File: src/logic/spi_bank_pkg.sv
//////////////////////////////
// shared definitions for the SPI control register bank
// addresses, widths, chip select polarity and the bus structs
// imported by every RTL module of the subsystem
//////////////////////////////

package spi_bank_pkg;

  //////////////////////////////
  // register addresses
  //////////////////////////////

  // plain set/clear/toggle registers
  localparam logic [7:0] ADDR_LED        = 8'd7;
  localparam logic [7:0] ADDR_PERIPH_SEL = 8'd8;
  localparam logic [7:0] ADDR_OE_4094    = 8'd9;
  localparam logic [7:0] ADDR_ADC        = 8'd14;

  // command addresses, data byte ignored
  localparam logic [7:0] ADDR_SOFT_RESET = 8'd11;
  localparam logic [7:0] ADDR_POWERUP    = 8'd6;

  //////////////////////////////
  // sizes and constants
  //////////////////////////////

  // address byte plus data byte
  localparam int FRAME_BITS = 16;

  // set/clear register width, data byte splits into set and clear halves
  localparam int CTRL_W = 4;

  // downstream peripheral SPI ports
  localparam int N_PERIPH = 8;

  // 1 = active high strobe (4094 style), 0 = normal active low ss
  localparam logic [N_PERIPH-1:0] PERIPH_CS_POL = 8'b0111_0000;

  // led comes up with bit 0 lit
  localparam logic [CTRL_W-1:0] LED_RESET = 4'b0001;

  //////////////////////////////
  // structs
  //////////////////////////////

  // host SPI inputs, raw from the pins
  typedef struct packed {
    logic sclk;
    logic ss_n;
    logic mosi;
  } spi_pins_t;

  // finished frame, receiver to bank
  typedef struct packed {
    logic [7:0] addr;
    logic [7:0] data;
  } frame_t;

  // current register contents
  typedef struct packed {
    logic [CTRL_W-1:0]   led;
    logic [N_PERIPH-1:0] periph_sel;
    logic [CTRL_W-1:0]   oe_4094;
    logic [CTRL_W-1:0]   adc;
  } ctrl_regs_t;

  // outgoing peripheral SPI lines, one bit per port
  typedef struct packed {
    logic [N_PERIPH-1:0] ss;
    logic [N_PERIPH-1:0] sclk;
    logic [N_PERIPH-1:0] mosi;
  } periph_bus_t;

endpackage

File: src/logic/periph_spi_mux.sv
//////////////////////////////
// routes host SPI to one of eight peripheral ports
// port chosen by periph_sel and active while ss2_n is low
//////////////////////////////

module periph_spi_mux
  import spi_bank_pkg::*;
(
  input  logic [N_PERIPH-1:0] periph_sel,
  input  logic                ss2_n,
  input  spi_pins_t           spi_in,
  input  logic                bank_miso,
  input  logic [N_PERIPH-1:0] periph_miso,
  output periph_bus_t         periph,
  output logic                miso
);

  // one hot decode where value n picks port n-1 and 0 picks none
  logic [N_PERIPH-1:0] sel_line;
  // decode gated by ss2_n
  logic [N_PERIPH-1:0] act_line;

  always_comb
  begin
    for (int i = 0; i < N_PERIPH; i++)
      sel_line[i] = (periph_sel == 8'(i + 1));
  end

  assign act_line = sel_line & {N_PERIPH{~ss2_n}};

  //////////////////////////////
  // outgoing lines
  //////////////////////////////

  // inverted for active low ports and passed for strobe ports
  // idle level comes out as high or low per port accordingly
  assign periph.ss = act_line ^ ~PERIPH_CS_POL;

  // unselected ports held low
  assign periph.sclk = act_line & {N_PERIPH{spi_in.sclk}};
  assign periph.mosi = act_line & {N_PERIPH{spi_in.mosi}};

  //////////////////////////////
  // miso return
  //////////////////////////////

  // bank owns miso unless ss2_n is asserted
  assign miso = ss2_n ? bank_miso : |(periph_miso & act_line);

endmodule

File: src/logic/reg_bank.sv
//////////////////////////////
// control register bank
// applies frames from the receiver on req/ack
// and serves the read byte for the addressed register
//////////////////////////////

module reg_bank
  import spi_bank_pkg::*;
(
  input  logic       cs,
  input  logic       rst_n,
  input  frame_t     frame,
  input  logic       frame_req,
  input  logic [7:0] rd_addr,
  output logic       frame_ack,
  output logic [7:0] rd_data,
  output ctrl_regs_t regs
);

  //////////////////////////////
  // set/clear/toggle rule
  //////////////////////////////

  // data[3:0] set bits, data[7:4] clear bits
  // overlap means toggle exactly those bits and nothing else
  function automatic logic [CTRL_W-1:0] upd_ctrl(
    input logic [CTRL_W-1:0] cur,
    input logic [7:0]        data
  );
    logic [CTRL_W-1:0] set_b;
    logic [CTRL_W-1:0] clr_b;
    logic [CTRL_W-1:0] both;
    set_b = data[CTRL_W-1:0];
    clr_b = data[2*CTRL_W-1:CTRL_W];
    both  = set_b & clr_b;
    if (|both)
      upd_ctrl = cur ^ both;
    else
      upd_ctrl = (cur | set_b) & ~clr_b;
  endfunction

  //////////////////////////////
  // frame apply and ack
  //////////////////////////////

  // new request not yet acknowledged
  logic take;

  assign take = frame_req && !frame_ack;

  always_ff @(posedge cs or negedge rst_n)
  begin
    if (!rst_n)
    begin
      regs.led        <= LED_RESET;
      regs.periph_sel <= '0;
      regs.oe_4094    <= '0;
      regs.adc        <= '0;
      frame_ack       <= 1'b0;
    end
    else
    begin
      // ack follows req one cycle later in both directions
      if (take)
        frame_ack <= 1'b1;
      else if (!frame_req)
        frame_ack <= 1'b0;

      if (take)
      begin
        case (frame.addr)
          ADDR_LED:
            regs.led <= upd_ctrl(regs.led, frame.data);
          // mux select is a plain byte load
          ADDR_PERIPH_SEL:
            regs.periph_sel <= frame.data;
          ADDR_OE_4094:
            regs.oe_4094 <= upd_ctrl(regs.oe_4094, frame.data);
          ADDR_ADC:
            regs.adc <= upd_ctrl(regs.adc, frame.data);
          // soft reset clears everything
          ADDR_SOFT_RESET:
          begin
            regs.led        <= '0;
            regs.periph_sel <= '0;
            regs.oe_4094    <= '0;
            regs.adc        <= '0;
          end
          // power-up leaves routing and 4094 enable alone
          ADDR_POWERUP:
          begin
            regs.led <= '0;
            regs.adc <= '0;
          end
          // unknown address has no effect
          default:
          begin
          end
        endcase
      end
    end
  end

  //////////////////////////////
  // read mux
  //////////////////////////////

  // right aligned and zero extended
  always_comb
  begin
    case (rd_addr)
      ADDR_LED:        rd_data = {4'b0000, regs.led};
      ADDR_PERIPH_SEL: rd_data = regs.periph_sel;
      ADDR_OE_4094:    rd_data = {4'b0000, regs.oe_4094};
      ADDR_ADC:        rd_data = {4'b0000, regs.adc};
      default:         rd_data = 8'h00;
    endcase
  end

  // receiver keeps req up until it has seen the ack
  assert property (@(posedge cs) disable iff (!rst_n)
    $rose(frame_ack) |-> frame_req)
    else $error("frame_ack raised while frame_req is low");

endmodule

File: src/logic/spi_bank_top.sv
//////////////////////////////
// SPI control register subsystem, top level
// frame receiver, register bank and peripheral mux
//////////////////////////////

module spi_bank_top
  import spi_bank_pkg::*;
(
  input  logic                cs,
  input  logic                rst_n,
  input  spi_pins_t           spi_in,
  input  logic                ss2_n,
  input  logic [N_PERIPH-1:0] periph_miso,
  output logic                miso,
  output periph_bus_t         periph,
  output logic [CTRL_W-1:0]   led,
  output logic [CTRL_W-1:0]   oe_4094,
  output logic [CTRL_W-1:0]   adc_ctl
);

  // receiver to bank
  frame_t     frame;
  logic       frame_req;
  logic       frame_ack;
  logic [7:0] rd_addr;
  logic [7:0] rd_data;

  // bank outputs and receiver miso
  ctrl_regs_t regs;
  logic       bank_miso;

  spi_frame_rx u_rx (
    .cs        (cs),
    .rst_n     (rst_n),
    .spi_in    (spi_in),
    .rd_data   (rd_data),
    .frame_ack (frame_ack),
    .rd_addr   (rd_addr),
    .frame     (frame),
    .frame_req (frame_req),
    .bank_miso (bank_miso)
  );

  reg_bank u_bank (
    .cs        (cs),
    .rst_n     (rst_n),
    .frame     (frame),
    .frame_req (frame_req),
    .rd_addr   (rd_addr),
    .frame_ack (frame_ack),
    .rd_data   (rd_data),
    .regs      (regs)
  );

  periph_spi_mux u_mux (
    .periph_sel  (regs.periph_sel),
    .ss2_n       (ss2_n),
    .spi_in      (spi_in),
    .bank_miso   (bank_miso),
    .periph_miso (periph_miso),
    .periph      (periph),
    .miso        (miso)
  );

  // register fields out to the board
  assign led     = regs.led;
  assign oe_4094 = regs.oe_4094;
  assign adc_ctl = regs.adc;

endmodule

File: src/logic/spi_frame_rx.sv
//////////////////////////////
// host SPI mode 0 receiver, oversampled on cs
// builds 16 bit frames, shifts read data back on miso
// and passes finished frames to the bank by req/ack
//////////////////////////////

module spi_frame_rx
  import spi_bank_pkg::*;
(
  input  logic       cs,
  input  logic       rst_n,
  input  spi_pins_t  spi_in,
  input  logic [7:0] rd_data,
  input  logic       frame_ack,
  output logic [7:0] rd_addr,
  output frame_t     frame,
  output logic       frame_req,
  output logic       bank_miso
);

  // two flop synchronizer plus one delay stage for edges
  spi_pins_t pin_s1;
  spi_pins_t pin_s2;
  spi_pins_t pin_d;

  // registered edge pulses, 3 cycles behind the pins
  logic sclk_rise;
  logic sclk_fall;
  logic ss_rise;

  // frame assembly
  logic [4:0]            bit_cnt;
  logic [FRAME_BITS-1:0] rx_sr;
  logic [7:0]            addr_q;
  logic [7:0]            tx_sr;
  logic                  frame_done;

  //////////////////////////////
  // pin sync and edge detect
  //////////////////////////////

  always_ff @(posedge cs or negedge rst_n)
  begin
    if (!rst_n)
    begin
      // idle bus, ss_n high
      pin_s1.sclk <= 1'b0;
      pin_s1.ss_n <= 1'b1;
      pin_s1.mosi <= 1'b0;
      pin_s2.sclk <= 1'b0;
      pin_s2.ss_n <= 1'b1;
      pin_s2.mosi <= 1'b0;
      pin_d.sclk  <= 1'b0;
      pin_d.ss_n  <= 1'b1;
      pin_d.mosi  <= 1'b0;
      sclk_rise   <= 1'b0;
      sclk_fall   <= 1'b0;
      ss_rise     <= 1'b0;
    end
    else
    begin
      pin_s1 <= spi_in;
      pin_s2 <= pin_s1;
      pin_d  <= pin_s2;
      // pulses line up with pin_d on the following cycle
      sclk_rise <= pin_s2.sclk & ~pin_d.sclk;
      sclk_fall <= ~pin_s2.sclk & pin_d.sclk;
      ss_rise   <= pin_s2.ss_n & ~pin_d.ss_n;
    end
  end

  //////////////////////////////
  // bit count and shift registers
  //////////////////////////////

  always_ff @(posedge cs or negedge rst_n)
  begin
    if (!rst_n)
    begin
      bit_cnt   <= '0;
      rx_sr     <= '0;
      addr_q    <= '0;
      tx_sr     <= '0;
      bank_miso <= 1'b0;
    end
    else if (pin_d.ss_n)
    begin
      // deselected, hold everything clear
      bit_cnt   <= '0;
      rx_sr     <= '0;
      addr_q    <= '0;
      tx_sr     <= '0;
      bank_miso <= 1'b0;
    end
    else
    begin
      if (sclk_rise)
      begin
        // msb first, mosi taken from the same sample as the edge
        rx_sr <= {rx_sr[FRAME_BITS-2:0], pin_d.mosi};
        // saturate so an overlong frame never wraps to a valid count
        if (bit_cnt != 5'd31)
          bit_cnt <= bit_cnt + 5'd1;
        // eighth bit completes the address byte
        if (bit_cnt == 5'd7)
          addr_q <= {rx_sr[6:0], pin_d.mosi};
      end
      if (sclk_fall)
      begin
        if (bit_cnt == 5'd8)
        begin
          // first fall after the address, load read data
          bank_miso <= rd_data[7];
          tx_sr     <= {rd_data[6:0], 1'b0};
        end
        else
        begin
          bank_miso <= tx_sr[7];
          tx_sr     <= {tx_sr[6:0], 1'b0};
        end
      end
    end
  end

  assign rd_addr = addr_q;

  // only exact length frames are handed on
  assign frame_done = ss_rise && (bit_cnt == 5'(FRAME_BITS));

  //////////////////////////////
  // request side of the handshake
  //////////////////////////////

  always_ff @(posedge cs or negedge rst_n)
  begin
    if (!rst_n)
      frame_req <= 1'b0;
    else if (frame_done)
      frame_req <= 1'b1;
    else if (frame_ack)
      frame_req <= 1'b0;
  end

  // frame payload, held until the next complete frame
  always_ff @(posedge cs)
  begin
    if (frame_done)
      frame <= frame_t'(rx_sr);
  end

  // bank must finish the previous frame before the next one lands
  assert property (@(posedge cs) disable iff (!rst_n)
    frame_done |-> !frame_req)
    else $error("frame completed while previous request still pending");

endmodule

File: config.mk
export PLATFORM = sky130hd
export DESIGN_NAME = spi_bank_top
export DESIGN_NICKNAME = d
export VERILOG_FILES = /design/src/logic/spi_bank_pkg.sv /design/src/logic/periph_spi_mux.sv /design/src/logic/reg_bank.sv /design/src/logic/spi_bank_top.sv /design/src/logic/spi_frame_rx.sv
export SDC_FILE = /design/constraint.sdc
export NUM_CORES = 1
export LEC_CHECK = 0
export BUFFER_PORTS_ARGS = -buffer_cell sky130_fd_sc_hd__buf_4
export CAP_MARGIN = 10
export CORE_UTILIZATION = 52
export CTS_CLUSTER_SIZE = 24
export DETAILED_ROUTE_END_ITERATION = 6
export GPL_TIMING_DRIVEN = 0
export HOLD_SLACK_MARGIN = 0.12
export PLACE_DENSITY = 0.82
export SETUP_SLACK_MARGIN = 0.1
export SYNTH_ARGS = -nofsm -noshare
export SYNTH_HDL_FRONTEND = slang
export SYNTH_HIERARCHICAL = 1
export SYNTH_SLANG_ARGS = --single-unit
File: constraint.sdc
create_clock -name cs -period 2.1 [get_ports cs]
set_clock_uncertainty 0.05 [all_clocks]
set_input_delay 0.42 -clock cs [delete_from_list [all_inputs] [get_ports cs]]
set_output_delay 0.42 -clock cs [all_outputs]
set_load 0.02 [all_outputs]
## Word level (Yosys, flattened, before mapping)

Index checks and enable logic that the tools add are counted.

| cells by class | value |
|---|---|
| bitwise gates (word level) | 23 |
| reduce and logical (&&, ||, !) cells | 21 |
| add/sub/neg operators | 1 |
| mux-type cells | 27 |
| eq/ne operators | 23 |

Operators with widths:

| operator | number |
|---|---|
| 8-bit by 4-bit == test with 1-bit output (second input constant) | 8 |
| 8-bit by 3-bit == test with 1-bit output (second input constant) | 7 |
| 8-bit 2-to-1 mux | 6 |
| 8-bit AND | 4 |
| 16-bit 2-to-1 mux | 2 |
| 8-bit one-hot mux with 4 select lines | 1 |
| 4-bit one-hot mux with 2 select lines | 3 |
| 2-bit nonzero test | 9 |
| 4-bit AND | 4 |
| 8-bit by 2-bit == test with 1-bit output (second input constant) | 2 |
| 8-bit one-hot mux with 2 select lines | 1 |
| 5-bit 2-to-1 mux | 3 |
| 4-bit 2-to-1 mux | 3 |
| 4-bit bitwise OR | 3 |
| 2-bit AND reduction | 6 |
| 4-bit XOR | 3 |
| 8-bit by 1-bit == test with 1-bit output (second input constant) | 1 |
| 1-bit 2-to-1 mux | 8 |
| 8-bit OR reduction | 1 |
| 5-bit by 1-bit adder with 5-bit output (second input constant) | 1 |
| 5-bit by 3-bit == test with 1-bit output (second input constant) | 1 |
| 5-bit by 4-bit == test with 1-bit output (second input constant) | 1 |
| 5-bit == test (second input constant) | 1 |
| 5-bit inequality test (second input constant) | 1 |
| 9 further kinds | 15 |

| word-level totals | value |
|---|---|
| logic and storage cells | 120 |
| bits in registers | 88 |
| output and inout port bits | 37 |
| input bits | 14 |

## Logic depth before layout (Yosys ltp)

Gate-level depths: netlist of the first run.

| logic depth | value |
|---|---|
| depth after elaboration | 5 |
| mapped depth | 6 |
| gate-level depth less buffers | 6 |

## Cells and area by module

The synthesis of the first run kept the hierarchy.

By module, submodules not included:

| module | cells each | instances | area an instance (µm²) | sequential area each (µm²) |
|---|---|---|---|---|
| spi_frame_rx | 188 | 1 | 2563.7 | 1735.4 |
| reg_bank | 169 | 1 | 1383.8 | 526.8 |
| periph_spi_mux | 48 | 1 | 335.3 | 0.0 |

## Worst setup path after synthesis of the first run

No wires, ideal clock.

| path | value |
|---|---|
| path type | reg-to-output |
| from | reg, netlist name u_bank/regs[13] |
| to | out periph[12] in the netlist's numbering |
| arrival | 1.712 ns |
| buffers on the path | 0 |
| data required time | 1.630 ns |
| setup slack | -0.082 ns |
| stages on the path, launching flop included | 4 |
| cells stage by stage | dfrtp_1 > or3_1 > nor4_2 > and2_1 |

RTL lines:

| item | line | RTL |
|---|---|---|
| end: declaration | spi_bank_top.sv:15 | `output periph_bus_t periph,` |

## Worst setup path after layout of the first run

| path | value |
|---|---|
| from | reg, netlist name u_bank/regs[8] |
| to | out miso |

| on the way | value |
|---|---|
| cells in the longest elaborated chain, start to end | 5 |
| elaborated cells on any way between the ends | 12 |
| those cells by class | eq/ne: 8; mux: 1; bitwise: 2; reduce/logical: 1 |

RTL lines:

| item | line | RTL |
|---|---|---|
| 8-bit by 1-bit == test with 1-bit output (tied with other cells) | periph_spi_mux.sv:26 | `sel_line[i] = (periph_sel == 8'(i + 1));` |
| 8-bit AND (*) | periph_spi_mux.sv:29 | `assign act_line = sel_line & {N_PERIPH{~ss2_n}};` |
| 8-bit AND (*) | periph_spi_mux.sv:48 | `assign miso = ss2_n ? bank_miso : \|(periph_miso & act_line);` |
| 8-bit OR reduction (*) | periph_spi_mux.sv:48 |  |
| 1-bit 2-to-1 mux (*) | periph_spi_mux.sv:48 |  |
| end: declaration | spi_bank_top.sv:14 | `output logic miso,` |

Every way passes the cells marked *; elsewhere a longest branch is shown, timed or not.

==> results of run 1 <==
## report_power, final
part | switching (mW) | total, mW | leakage [nW] | internal [mW]
Combinational | 0.0881 | 0.151 | 1.08 | 0.0633
Sequential | 0.0165 | 1.75 | 1.10 | 1.74
Clock | 0.591 | 1.15 | 0.0933 | 0.556
## synthesized netlist by cell type, drive strengths merged, types with 4 or more instances
cell,count,area [µm²]
nor4,6,62.6
clkbuf,12,45.0
nand2b,20,125
nand2,47,179
o31ai,9,67.6
inv,7,26.3
mux2i,31,310
edfxtp,16,480
nand3,7,35.0
nor2b,11,68.8
and2,10,62.6
dfstp,4,105
o2bb2ai,9,78.8
o21ai,15,75.1
dfrtp,67,1680
a21oi,17,85.1
a211oi,7,52.6
nor2,46,175
a22oi,8,60.1
buf,7,60.1
## logic make-up (layout without fill, tap and decap cells)
| kind of cell | Yosys count | after routing | synth area share, % |
|---|---|---|---|
| multiplexers | 35 | 35 | 8.56 |
| AO/OA/AOI/OAI | 80 | 80 | 12.9 |
| XOR/XNOR | 3 | 3 | 0.614 |
| buffers and inverters | 26 | 121 | 3.07 |
| flip-flops | 87 | 87 | 52.8 |
| AND/OR/NAND/NOR | 171 | 171 | 21.1 |
| adder cells (fa/ha/maj) | 3 | 3 | 0.877 |
## layout make-up
class	count	area [µm²]
buffer	19	126
clock buffer	10	128
clock inverter	6	67.6
fill	513	2260
inverter	7	26.3
multi-input combinational	292	2150
sequential	87	2260
tap	102	128
timing repair buffer	79	697
## through the flow
step / setup WS [ns] / area, µm² / hold WS, ns / std cells / TNS [ns]
after floorplan: 0.0853 / 4320 / 0.0744 / 405 / 0
final: -0.360 / 5580 / 0.133 / 602 / -5.59
after global placement: -0.155 / 4820 / 0.291 / 557 / -1.05
after global routing: -0.392 / 5580 / 0.168 / 602 / -6.80
after detailed placement: -0.227 / 4820 / 0.297 / 557 / -2.79
after CTS: -0.289 / 5340 / 0.153 / 590 / -3.59
## critical path, delay by kind of cell (launching register included)
kind	cells	cell delay (ns)
muxes	1	0.50
AOI/OAI and AO/OA	2	0.50
DFF	1	0.39
buffers and inverters	2	0.25
## routing by layer
metal	routed length (µm)	up-vias
met1	4230	1745
met4	514	0
met3	733	50
met2	5300	181
li1	-	1637
met5	0	-
## sequential cells by signal (all words and copies together), names as in the netlist
name	count
u_bank/frame_ack	1
u_bank/regs	20
u_rx/bank_miso	1
u_rx/bit_cnt	5
u_rx/frame	16
u_rx/frame_req	1
u_rx/pin_d	3
u_rx/pin_s1	3
u_rx/pin_s2	3
u_rx/rd_addr	8
u_rx/rx_sr	16
u_rx/sclk_fall	1
u_rx/sclk_rise	1
u_rx/ss_rise	1
u_rx/tx_sr	7
## final timing paths
path	start	end	slack, ns	cells after the start
max in group asynchronous	rst_n	u_bank/regs[14]$_DFFE_PN0P_	1.25	1
min in group cs	spi_in[2]	u_rx/pin_s1[2]$_DFF_PN0_	0.19	1
worst max-delay path	u_bank/regs[8]$_DFFE_PN0P_	miso	-0.36	5
worst max register to register	u_rx/rd_addr[5]$_DFFE_PN0P_	u_rx/tx_sr[2]$_DFFE_PN0P_	0.06	7
worst min-delay path	rst_n	u_rx/pin_s1[0]$_DFF_PN0_	0.13	1
worst min register to register	u_rx/pin_s1[1]$_DFF_PN1_	u_rx/pin_s2[1]$_DFF_PN1_	0.31	0
## what timing repair did
item                                    in CTS  in global routing
resized for setup                           50                 40
pin swaps                                   35                 16
hold buffers                                 1                  0
endpoints found under the setup margin      69                 48
hold endpoints to repair                     1                  0
buffers inserted                            16                 12
==> impl_metrics.yaml, run 1 <==
global_route:
  initial_antenna_violation_count: 0
  groute.layer.met1.usage_pct: 30.3
  grt_overflow: 0
  first_global_vias: 3325
  grt_start_max_net_pins: 72
  overall_fraction_of_global_route_tracks_in_use_pct: 24.3
  grt_use_met2_pct: 40.7
  grt.busiest_layer: "met2"
  grt_first_pass_wirelength_um: 16000
  met3_usage_pct: 4.60
clock_tree:
  tritoncts_clock_tree: "done"
  number_of_h_tree_levels: 3
  clock_tree.root_cell: "clkbuf_8"
  tritoncts_num_sinks: 87
  cts-root-to-sink-buffers: 2
  worst_skew_pair.late_latency_ns: 0.36
  cts-buffers-inserted: 9
  clk_pin_slew_worst_paths_ns: 0.09
flow_run:
  drv.max_cap_violation_count: 0
detailed_routing:
  post-route-drc-count: 0
  routed_wire_length_per_instance_um: 17.9
  route.vias.total: 3613
  finalWirelength_um: 10800
  drtPass1Iterations: 5
  via_per_inst: 6.00
  route.antenna.remaining_nets: 0
  drt_iter0_markers: 311
synthesis:
  seq_area_frac_synth_pct: 52.8
  synth_fp_nets: 422
  yosysWarningCount: 6
  synth_async_reset_ratio_pct: 81.6
  netlist_instances: 405
  yosys_register_bits: 87
  synth_cell_types: 55
  synth.avg_cell_area_um2: 10.6
  netlist_area_um2: 4280
  synth_enable_flop_cells: 16
  synth-main-ff-cell: "dfrtp_1"
timing:
  fmax_ghz: 0.407
  layout_min_cycle_time_ns: 2.46
  slew-limit-headroom_pct: 41.3
  worst_slew_pin_slew_ns: 0.881
  worst_case_setup_margin_in_the_final_layout_ns: -0.360
  finalHoldViolations: 0
  final_count_of_negative_setup_slack_endpoints: 25
  period_share_pct: 117
  grt_setup_unrepaired: "true"
  timing.final.max_slew_violations: 0
worst_setup_path:
  crit_path_max_incr_delay_ns: 0.50
  path_class: "reg -> out"
  startpoint_type: "register"
  cp_slowest_cell: "mux4_2"
  cp_max_fo: 2
  worst_ep_required_time_ns: 1.63
  cp.arrival_ns: 1.99
  crit_chain: "buf_6, mux4_2, a32o_1, a31o_1, buf_6"
  crit_end_category: "output port"
  crit_top_cell: "buf_6"
hold_path:
  hold_path_class: "in -> async"
floorplan:
  area_inside_the_core_boundary_um2: 7850
  floorplan.die.height_um: 92.8
  die_area_um2: 8600
  dieWidth_um: 92.8
  floorplan.initialDensity_pct: 54.6
  io_pins: 51
  placement_rows: 32
cells_and_area:
  number_of_nets_at_the_end_of_the_flow: 512
  most_common_cell_after_layout_fill_and_taps_aside: "dfrtp_1"
  most-common-layout-cells: "dfrtp_1, buf_4, nand2_1, nor2_1"
  utilization_pct: 71.1
  antenna_cells_inserted: 0
  drive_above_1_share_pct: 32.4
  area_growth_syn_to_layout_pct: 30.4
outcome:
  status: "finished with violations"
  failed_checks: "setup timing"
power:
  leakagePower_nw: 2.27
  irDropWorstVdd_uv: 308
  power.density_nw_per_um2: 547
  p_total_mw: 3.05
placement:
  dp_hpwl_um: 6430
  buffer_ports.inserted: 50
  finalWeightedCongestion: 0.886
Power figures use the tool's default switching activity.
==> run 2, diff against run 1 <==
CORE_UTILIZATION = 45   (was 52)
PLACE_DENSITY = 0.74   (was 0.82)
REMOVE_ABC_BUFFERS = 1   (was unset)
==> run 2 against run 1 <==
Effect of this change: the run still ends with setup timing left; register-to-register slack got worse by 0.04 ns; combinational power decreased by 22%; wire length decreased by 8.5%; sequential cell count unchanged; final cell count increased by 0.83%; core utilization decreased by 12 points; first-iteration DRC count decreased by 38%; sequential share of layout area increased by 1.2 points; critical path type unchanged; largest power group unchanged; highest routed layer unchanged.
==> impl_metrics.yaml, run 2 (synthesized netlist as in run 1, its figures left out) <==
worst_setup_path:
  reg2reg_depth: 7
  path_delay_family: "multiplexers"
  path_class: "reg -> out"
  crit_chain: "mux4_2, a32o_1, a31o_1, buf_6"
  cp_max_fo: 2
  reg2reg_from: "u_rx/rd_addr[6]$_DFFE_PN0P_"
  crit_path_max_incr_delay_ns: 0.53
  worst_reg_to_reg_setup_slack_ns: 0.02
  crit_end_category: "output port"
  cp_slowest_cell: "mux4_2"
  worst_ep_required_time_ns: 1.63
  startpoint_type: "register"
  cp.arrival_ns: 1.90
  critPathBufInv: 1
  rr_endpoint: "u_rx/tx_sr[4]$_DFFE_PN0P_"
flow_run:
  drv.max_cap_violation_count: 0
cells_and_area:
  area_of_all_sequential_standard_cells_um2: 2270
  number_of_nets_at_the_end_of_the_flow: 490
  most-common-layout-cells: "dfrtp_1, buf_4, nand2_1, nor2_1, mux2i_1"
  nFillCells: 751
  largest_register_ff_count: 20
  antenna_cells_inserted: 0
  drive_above_1_share_pct: 31.2
  registers.top_by_ff_count: "u_bank/regs"
  area_growth_syn_to_layout_pct: 26.8
  most_common_cell_after_layout_fill_and_taps_aside: "dfrtp_1"
  multi_input_area_um2: 2130
  number_of_non_filler_instances_in_the_completed_layout: 607
  largestRegisters: "u_bank/regs (20), u_rx/frame (16), u_rx/rx_sr (16)"
clock_tree:
  number_of_h_tree_levels: 3
  tritoncts_num_sinks: 87
  clock_tree.root_cell: "clkbuf_8"
  worst_skew_pair.late_latency_ns: 0.35
  clk_pin_slew_worst_paths_ns: 0.09
  cts-root-to-sink-buffers: 2
  cts-buffers-inserted: 9
  tritoncts_clock_tree: "done"
global_route:
  overall_fraction_of_global_route_tracks_in_use_pct: 20.1
  grt_overflow: 0
  grt_first_pass_wirelength_um: 15600
  first_global_vias: 3258
  grt_start_max_net_pins: 72
  initial_antenna_violation_count: 0
timing:
  finalHoldViolations: 0
  timing.final.max_slew_violations: 0
  worst_slew_pin_slew_ns: 0.886
  period_share_pct: 113
  worst_case_setup_margin_in_the_final_layout_ns: -0.273
  slew-limit-headroom_pct: 41.0
  timing.setup.tns_ns: -3.29
  fmax_ghz: 0.421
  final_count_of_negative_setup_slack_endpoints: 25
  layout_min_cycle_time_ns: 2.37
  grt_setup_unrepaired: "true"
detailed_routing:
  top_layer_used: "met4"
  route.antenna.remaining_nets: 0
  met3WireLength_um: 608
  routed-wl-met2_um: 5000
  post-route-drc-count: 0
  detail_route.wirelength.met1_um: 4070
  routed_wire_length_per_instance_um: 16.3
  drtPass1Iterations: 4
  via_per_inst: 5.54
  route.vias.total: 3363
  finalWirelength_um: 9870
  drt_iter0_markers: 192
power:
  irDropWorstVdd_uv: 482
  leakagePower_nw: 2.18
  p_total_mw: 2.95
  power.density_nw_per_um2: 542
placement:
  buffer_ports.inserted: 50
  place_ws_ns: -0.362
  finalWeightedCongestion: 0.876
  dp_hpwl_um: 6170
  placedCellCount: 566
floorplan:
  io_pins: 51
  placement_rows: 35
  floorplan.initialDensity_pct: 46.4
  dieWidth_um: 99.6
  floorplan.die.height_um: 99.6
  area_inside_the_core_boundary_um2: 9240
  die_area_um2: 9910
outcome:
  failed_checks: "setup timing"
  status: "finished with violations"
hold_path:
  hold_path_class: "in -> async"
## run 2: worst max-delay path by stage
stage                                 from                   endpoint  slack, ns  cells after the start
2_1_floorplan  u_bank/regs[13]$_DFFE_PN0P_                 periph[12]      -0.08                      3
3_3_place_gp   u_rx/rd_addr[5]$_DFFE_PN0P_  u_rx/tx_sr[4]$_DFFE_PN0P_      -0.32                      6
3_5_place_dp   u_rx/rd_addr[5]$_DFFE_PN0P_  u_rx/tx_sr[3]$_DFFE_PN0P_      -0.36                      6
4_1_cts        u_bank/regs[15]$_DFFE_PN0P_                 periph[12]      -0.21                      4
5_1_grt        u_bank/regs[15]$_DFFE_PN0P_                 periph[11]      -0.33                      4
6_report        u_bank/regs[8]$_DFFE_PN0P_                       miso      -0.27                      4
## run 2: routing by layer
metal	vias to the layer above	GRT usage [%]
met5	-	0
met4	0	6.11
met3	19	5.34
met2	134	33.3
met1	1629	26.0
li1	1581	-
## run 2: cell type report
type                       count  area share [%]
inverter                       7           0.484
tap                          129            2.97
clock buffer                   9            2.28
timing repair buffer          76            12.3
sequential                    87            41.8
multi-input combinational    292            39.2
clock inverter                 7            1.04
## run 2: what timing repair did
item | CTS | global route
pin swaps | 23 | 16
setup buffers | 18 | 7
gates resized for setup | 37 | 46
setup endpoints to repair | 61 | 43
endpoints found under the hold margin | 1 | 0
hold buffers | 1 | 0
## run 2: metrics by stage
stage / utilization [%] / area (µm²) / hold WS (ns)
floorplan: - / 4180 / 0.0744
global placement: 51.0 / 4710 / 0.290
detailed placement: 51.1 / 4730 / 0.289
CTS: 56.3 / 5200 / 0.152
global route: 58.8 / 5430 / 0.162
finish: 58.8 / 5430 / 0.128
## run 2: report_power, final
group,internal [mW],switching [mW],leakage [nW]
clock network,0.442,0.609,0.0902
registers,1.74,0.0390,1.09
logic,0.0565,0.0614,1.00
total,2.24,0.709,2.18
==> run 3, diff against run 2 <==
CORE_MARGIN = 2   (was unset)
==> run 3 against run 2 <==
Effect of this change: core utilization decreased by 0.61 points; the run still ends with setup timing left; register-to-register slack got worse by 0.02 ns; fmax increased by 3.1%; setup slack improved by 0.071 ns; combinational power about the same; critical endpoint is now periph[3]; non-clock buffer count increased by 2; clock power about the same; sequential share of layout area increased by 0.41 points; global-route usage decreased by 1.0 points; wire length decreased by 2.2%.
==> impl_metrics.yaml, run 3 (synthesized netlist as in run 1, its figures left out) <==
cells_and_area:
  most-common-layout-cells: "dfrtp_1, buf_4, nand2_1, nor2_1, mux2i_1"
  largest_register_ff_count: 20
  nFillCells: 736
  drive_above_1_share_pct: 28.7
  most_common_cell_after_layout_fill_and_taps_aside: "dfrtp_1"
  area_growth_syn_to_layout_pct: 25.5
  number_of_nets_at_the_end_of_the_flow: 492
  antenna_cells_inserted: 0
  registers.top_by_ff_count: "u_bank/regs"
  largestRegisters: "u_bank/regs (20), u_rx/frame (16), u_rx/rx_sr (16)"
floorplan:
  floorplan.initialDensity_pct: 46.4
  area_inside_the_core_boundary_um2: 9240
  floorplan.die.height_um: 102
  placement_rows: 35
  io_pins: 51
  die_area_um2: 10300
  dieWidth_um: 102
timing:
  finalHoldViolations: 0
  worst_slew_pin_slew_ns: 0.888
  timing.final.max_slew_violations: 0
  slew-limit-headroom_pct: 40.8
  final_count_of_negative_setup_slack_endpoints: 26
  fmax_ghz: 0.434
  grt_setup_unrepaired: "true"
  period_share_pct: 110
  timing.setup.tns_ns: -3.26
  worst_case_setup_margin_in_the_final_layout_ns: -0.202
  layout_min_cycle_time_ns: 2.30
clock_tree:
  cts-root-to-sink-buffers: 2
  clk_pin_slew_worst_paths_ns: 0.09
  worst_skew_pair.late_latency_ns: 0.36
  tritoncts_num_sinks: 87
  tritoncts_clock_tree: "done"
  number_of_h_tree_levels: 3
  clock_tree.root_cell: "clkbuf_8"
  cts-buffers-inserted: 9
hold_path:
  hold_path_class: "in -> async"
power:
  switching_fraction_pct: 23.4
  leakagePower_nw: 2.16
  power_frac_clock_pct: 35.2
  power.density_nw_per_um2: 543
  irDropWorstVdd_uv: 400
  pwr-share-seq_pct: 60.8
  internal_power_mw: 2.23
  pwr-share-comb_pct: 3.9
  total_switching_power_uw: 683
worst_setup_path:
  crit_chain: "buf_4, nand2b_1, nor4_4, and2_1, buf_6"
  reg2reg_from: "u_rx/rd_addr[5]$_DFFE_PN0P_"
  path_class: "reg -> out"
  crit_end_category: "output port"
  crit_path_max_incr_delay_ns: 0.43
  critPathBufInv: 2
  startpoint: "u_bank/regs[8]$_DFFE_PN0P_"
  cp_slowest_cell: "dfrtp_2"
  worst_ep_required_time_ns: 1.63
  cp_max_fo: 10
  startpoint_type: "register"
  path_delay_family: "simple AND/OR/NAND/NOR gates"
  cp.arrival_ns: 1.83
global_route:
  grt_start_max_net_pins: 72
  first_global_vias: 3145
  grt_overflow: 0
  grt_first_pass_wirelength_um: 15400
  initial_antenna_violation_count: 0
  overall_fraction_of_global_route_tracks_in_use_pct: 19.1
outcome:
  status: "finished with violations"
  failed_checks: "setup timing"
detailed_routing:
  route.antenna.remaining_nets: 0
  route.vias.total: 3385
  via_per_inst: 5.56
  post-route-drc-count: 0
  drt_iter0_markers: 282
  routed_wire_length_per_instance_um: 15.8
  drtPass1Iterations: 5
  finalWirelength_um: 9650
placement:
  dp_hpwl_um: 6230
  finalWeightedCongestion: 0.843
  buffer_ports.inserted: 50
  place_ws_ns: -0.335
flow_run:
  drv.max_cap_violation_count: 0
==> run 3: cell types whose count changed in the layout (fill, tap and decap cells not counted), sizes merged <==
| cell | before | now |
|---|---|---|
| buf | 75 | 77 |
| clkbuf | 9 | 11 |
| clkinv | 4 | 1 |
| clkinvlp | 1 | 2 |
==> run 3: power by group through the flow <==
stage	clock network [mW]	registers, mW	logic, mW
after floorplan	0	1.80	0.0456
after global placement	0	1.81	0.0996
after detailed placement	0	1.81	0.101
after CTS	1.06	1.78	0.112
after global routing	1.14	1.78	0.129
final	1.03	1.77	0.115
==> run 3: cell type report <==
| class | count | area [µm²] | area share [%] |
|---|---|---|---|
| repair buffers | 78 | 667 | 12.4 |
| inverters | 7 | 26.3 | 0.489 |
| flip-flops and latches | 87 | 2270 | 42.2 |
| clock inverters | 5 | 41.3 | 0.768 |
| multi-input cells | 292 | 2080 | 38.7 |
| well taps | 129 | 161 | 3.00 |
| clock buffers | 11 | 131 | 2.44 |
==> run 3: path summary, 6_finish.rpt <==
check	slack, ns	end	cells past startpoint
min in group cs	0.18	u_rx/pin_s1[2]$_DFF_PN0_	1
setup reg to reg	0	u_rx/tx_sr[7]$_DFFE_PN0P_	6
hold reg to reg	0.31	u_rx/pin_d[0]$_DFF_PN0_	0
hold / removal	0.11	u_rx/rx_sr[14]$_DFFE_PN0P_	1
max in group asynchronous	1.23	u_bank/regs[11]$_DFFE_PN0P_	1
setup / recovery	-0.20	periph[3]	5
==> run 3: worst reg2reg max path: cells and delay by family (launching register included) <==
kind	cells	cell delay, ns
and+or+nand+nor	3	1.09
muxes	1	0.06
AOI/OAI and AO/OA	1	0.22
buffers and inverters	1	0.21
DFF	1	0.39
==> run 3: repair_timing <==
action	CTS	global route
hold endpoints to repair	1	0
resized for setup	48	20
hold buffers	1	0
pin swaps	26	10
endpoints found under the setup margin	77	61
setup buffers	20	7
gates cloned	0	0
==> run 3: stage by stage <==
stage               hold WS, ns  cells  power, mW  instance area (µm²)  util [%]
floorplan                0.0744    386       1.84                 4180         -
global placement          0.290    565       1.91                 4710      51.0
detailed placement        0.297    565       1.91                 4710      51.0
CTS                       0.155    602       2.95                 5240      56.7
global route              0.155    609       3.05                 5380      58.2
finish                    0.105    609       2.92                 5380      58.2
==> run 3: routing by layer <==
layer	global-route usage (%)	vias up	routed length (µm)
li1	-	1595	-
met1	25.3	1624	4120
met2	30.6	144	4680
met3	4.83	22	648
met4	6.86	0	199
met5	0	-	0
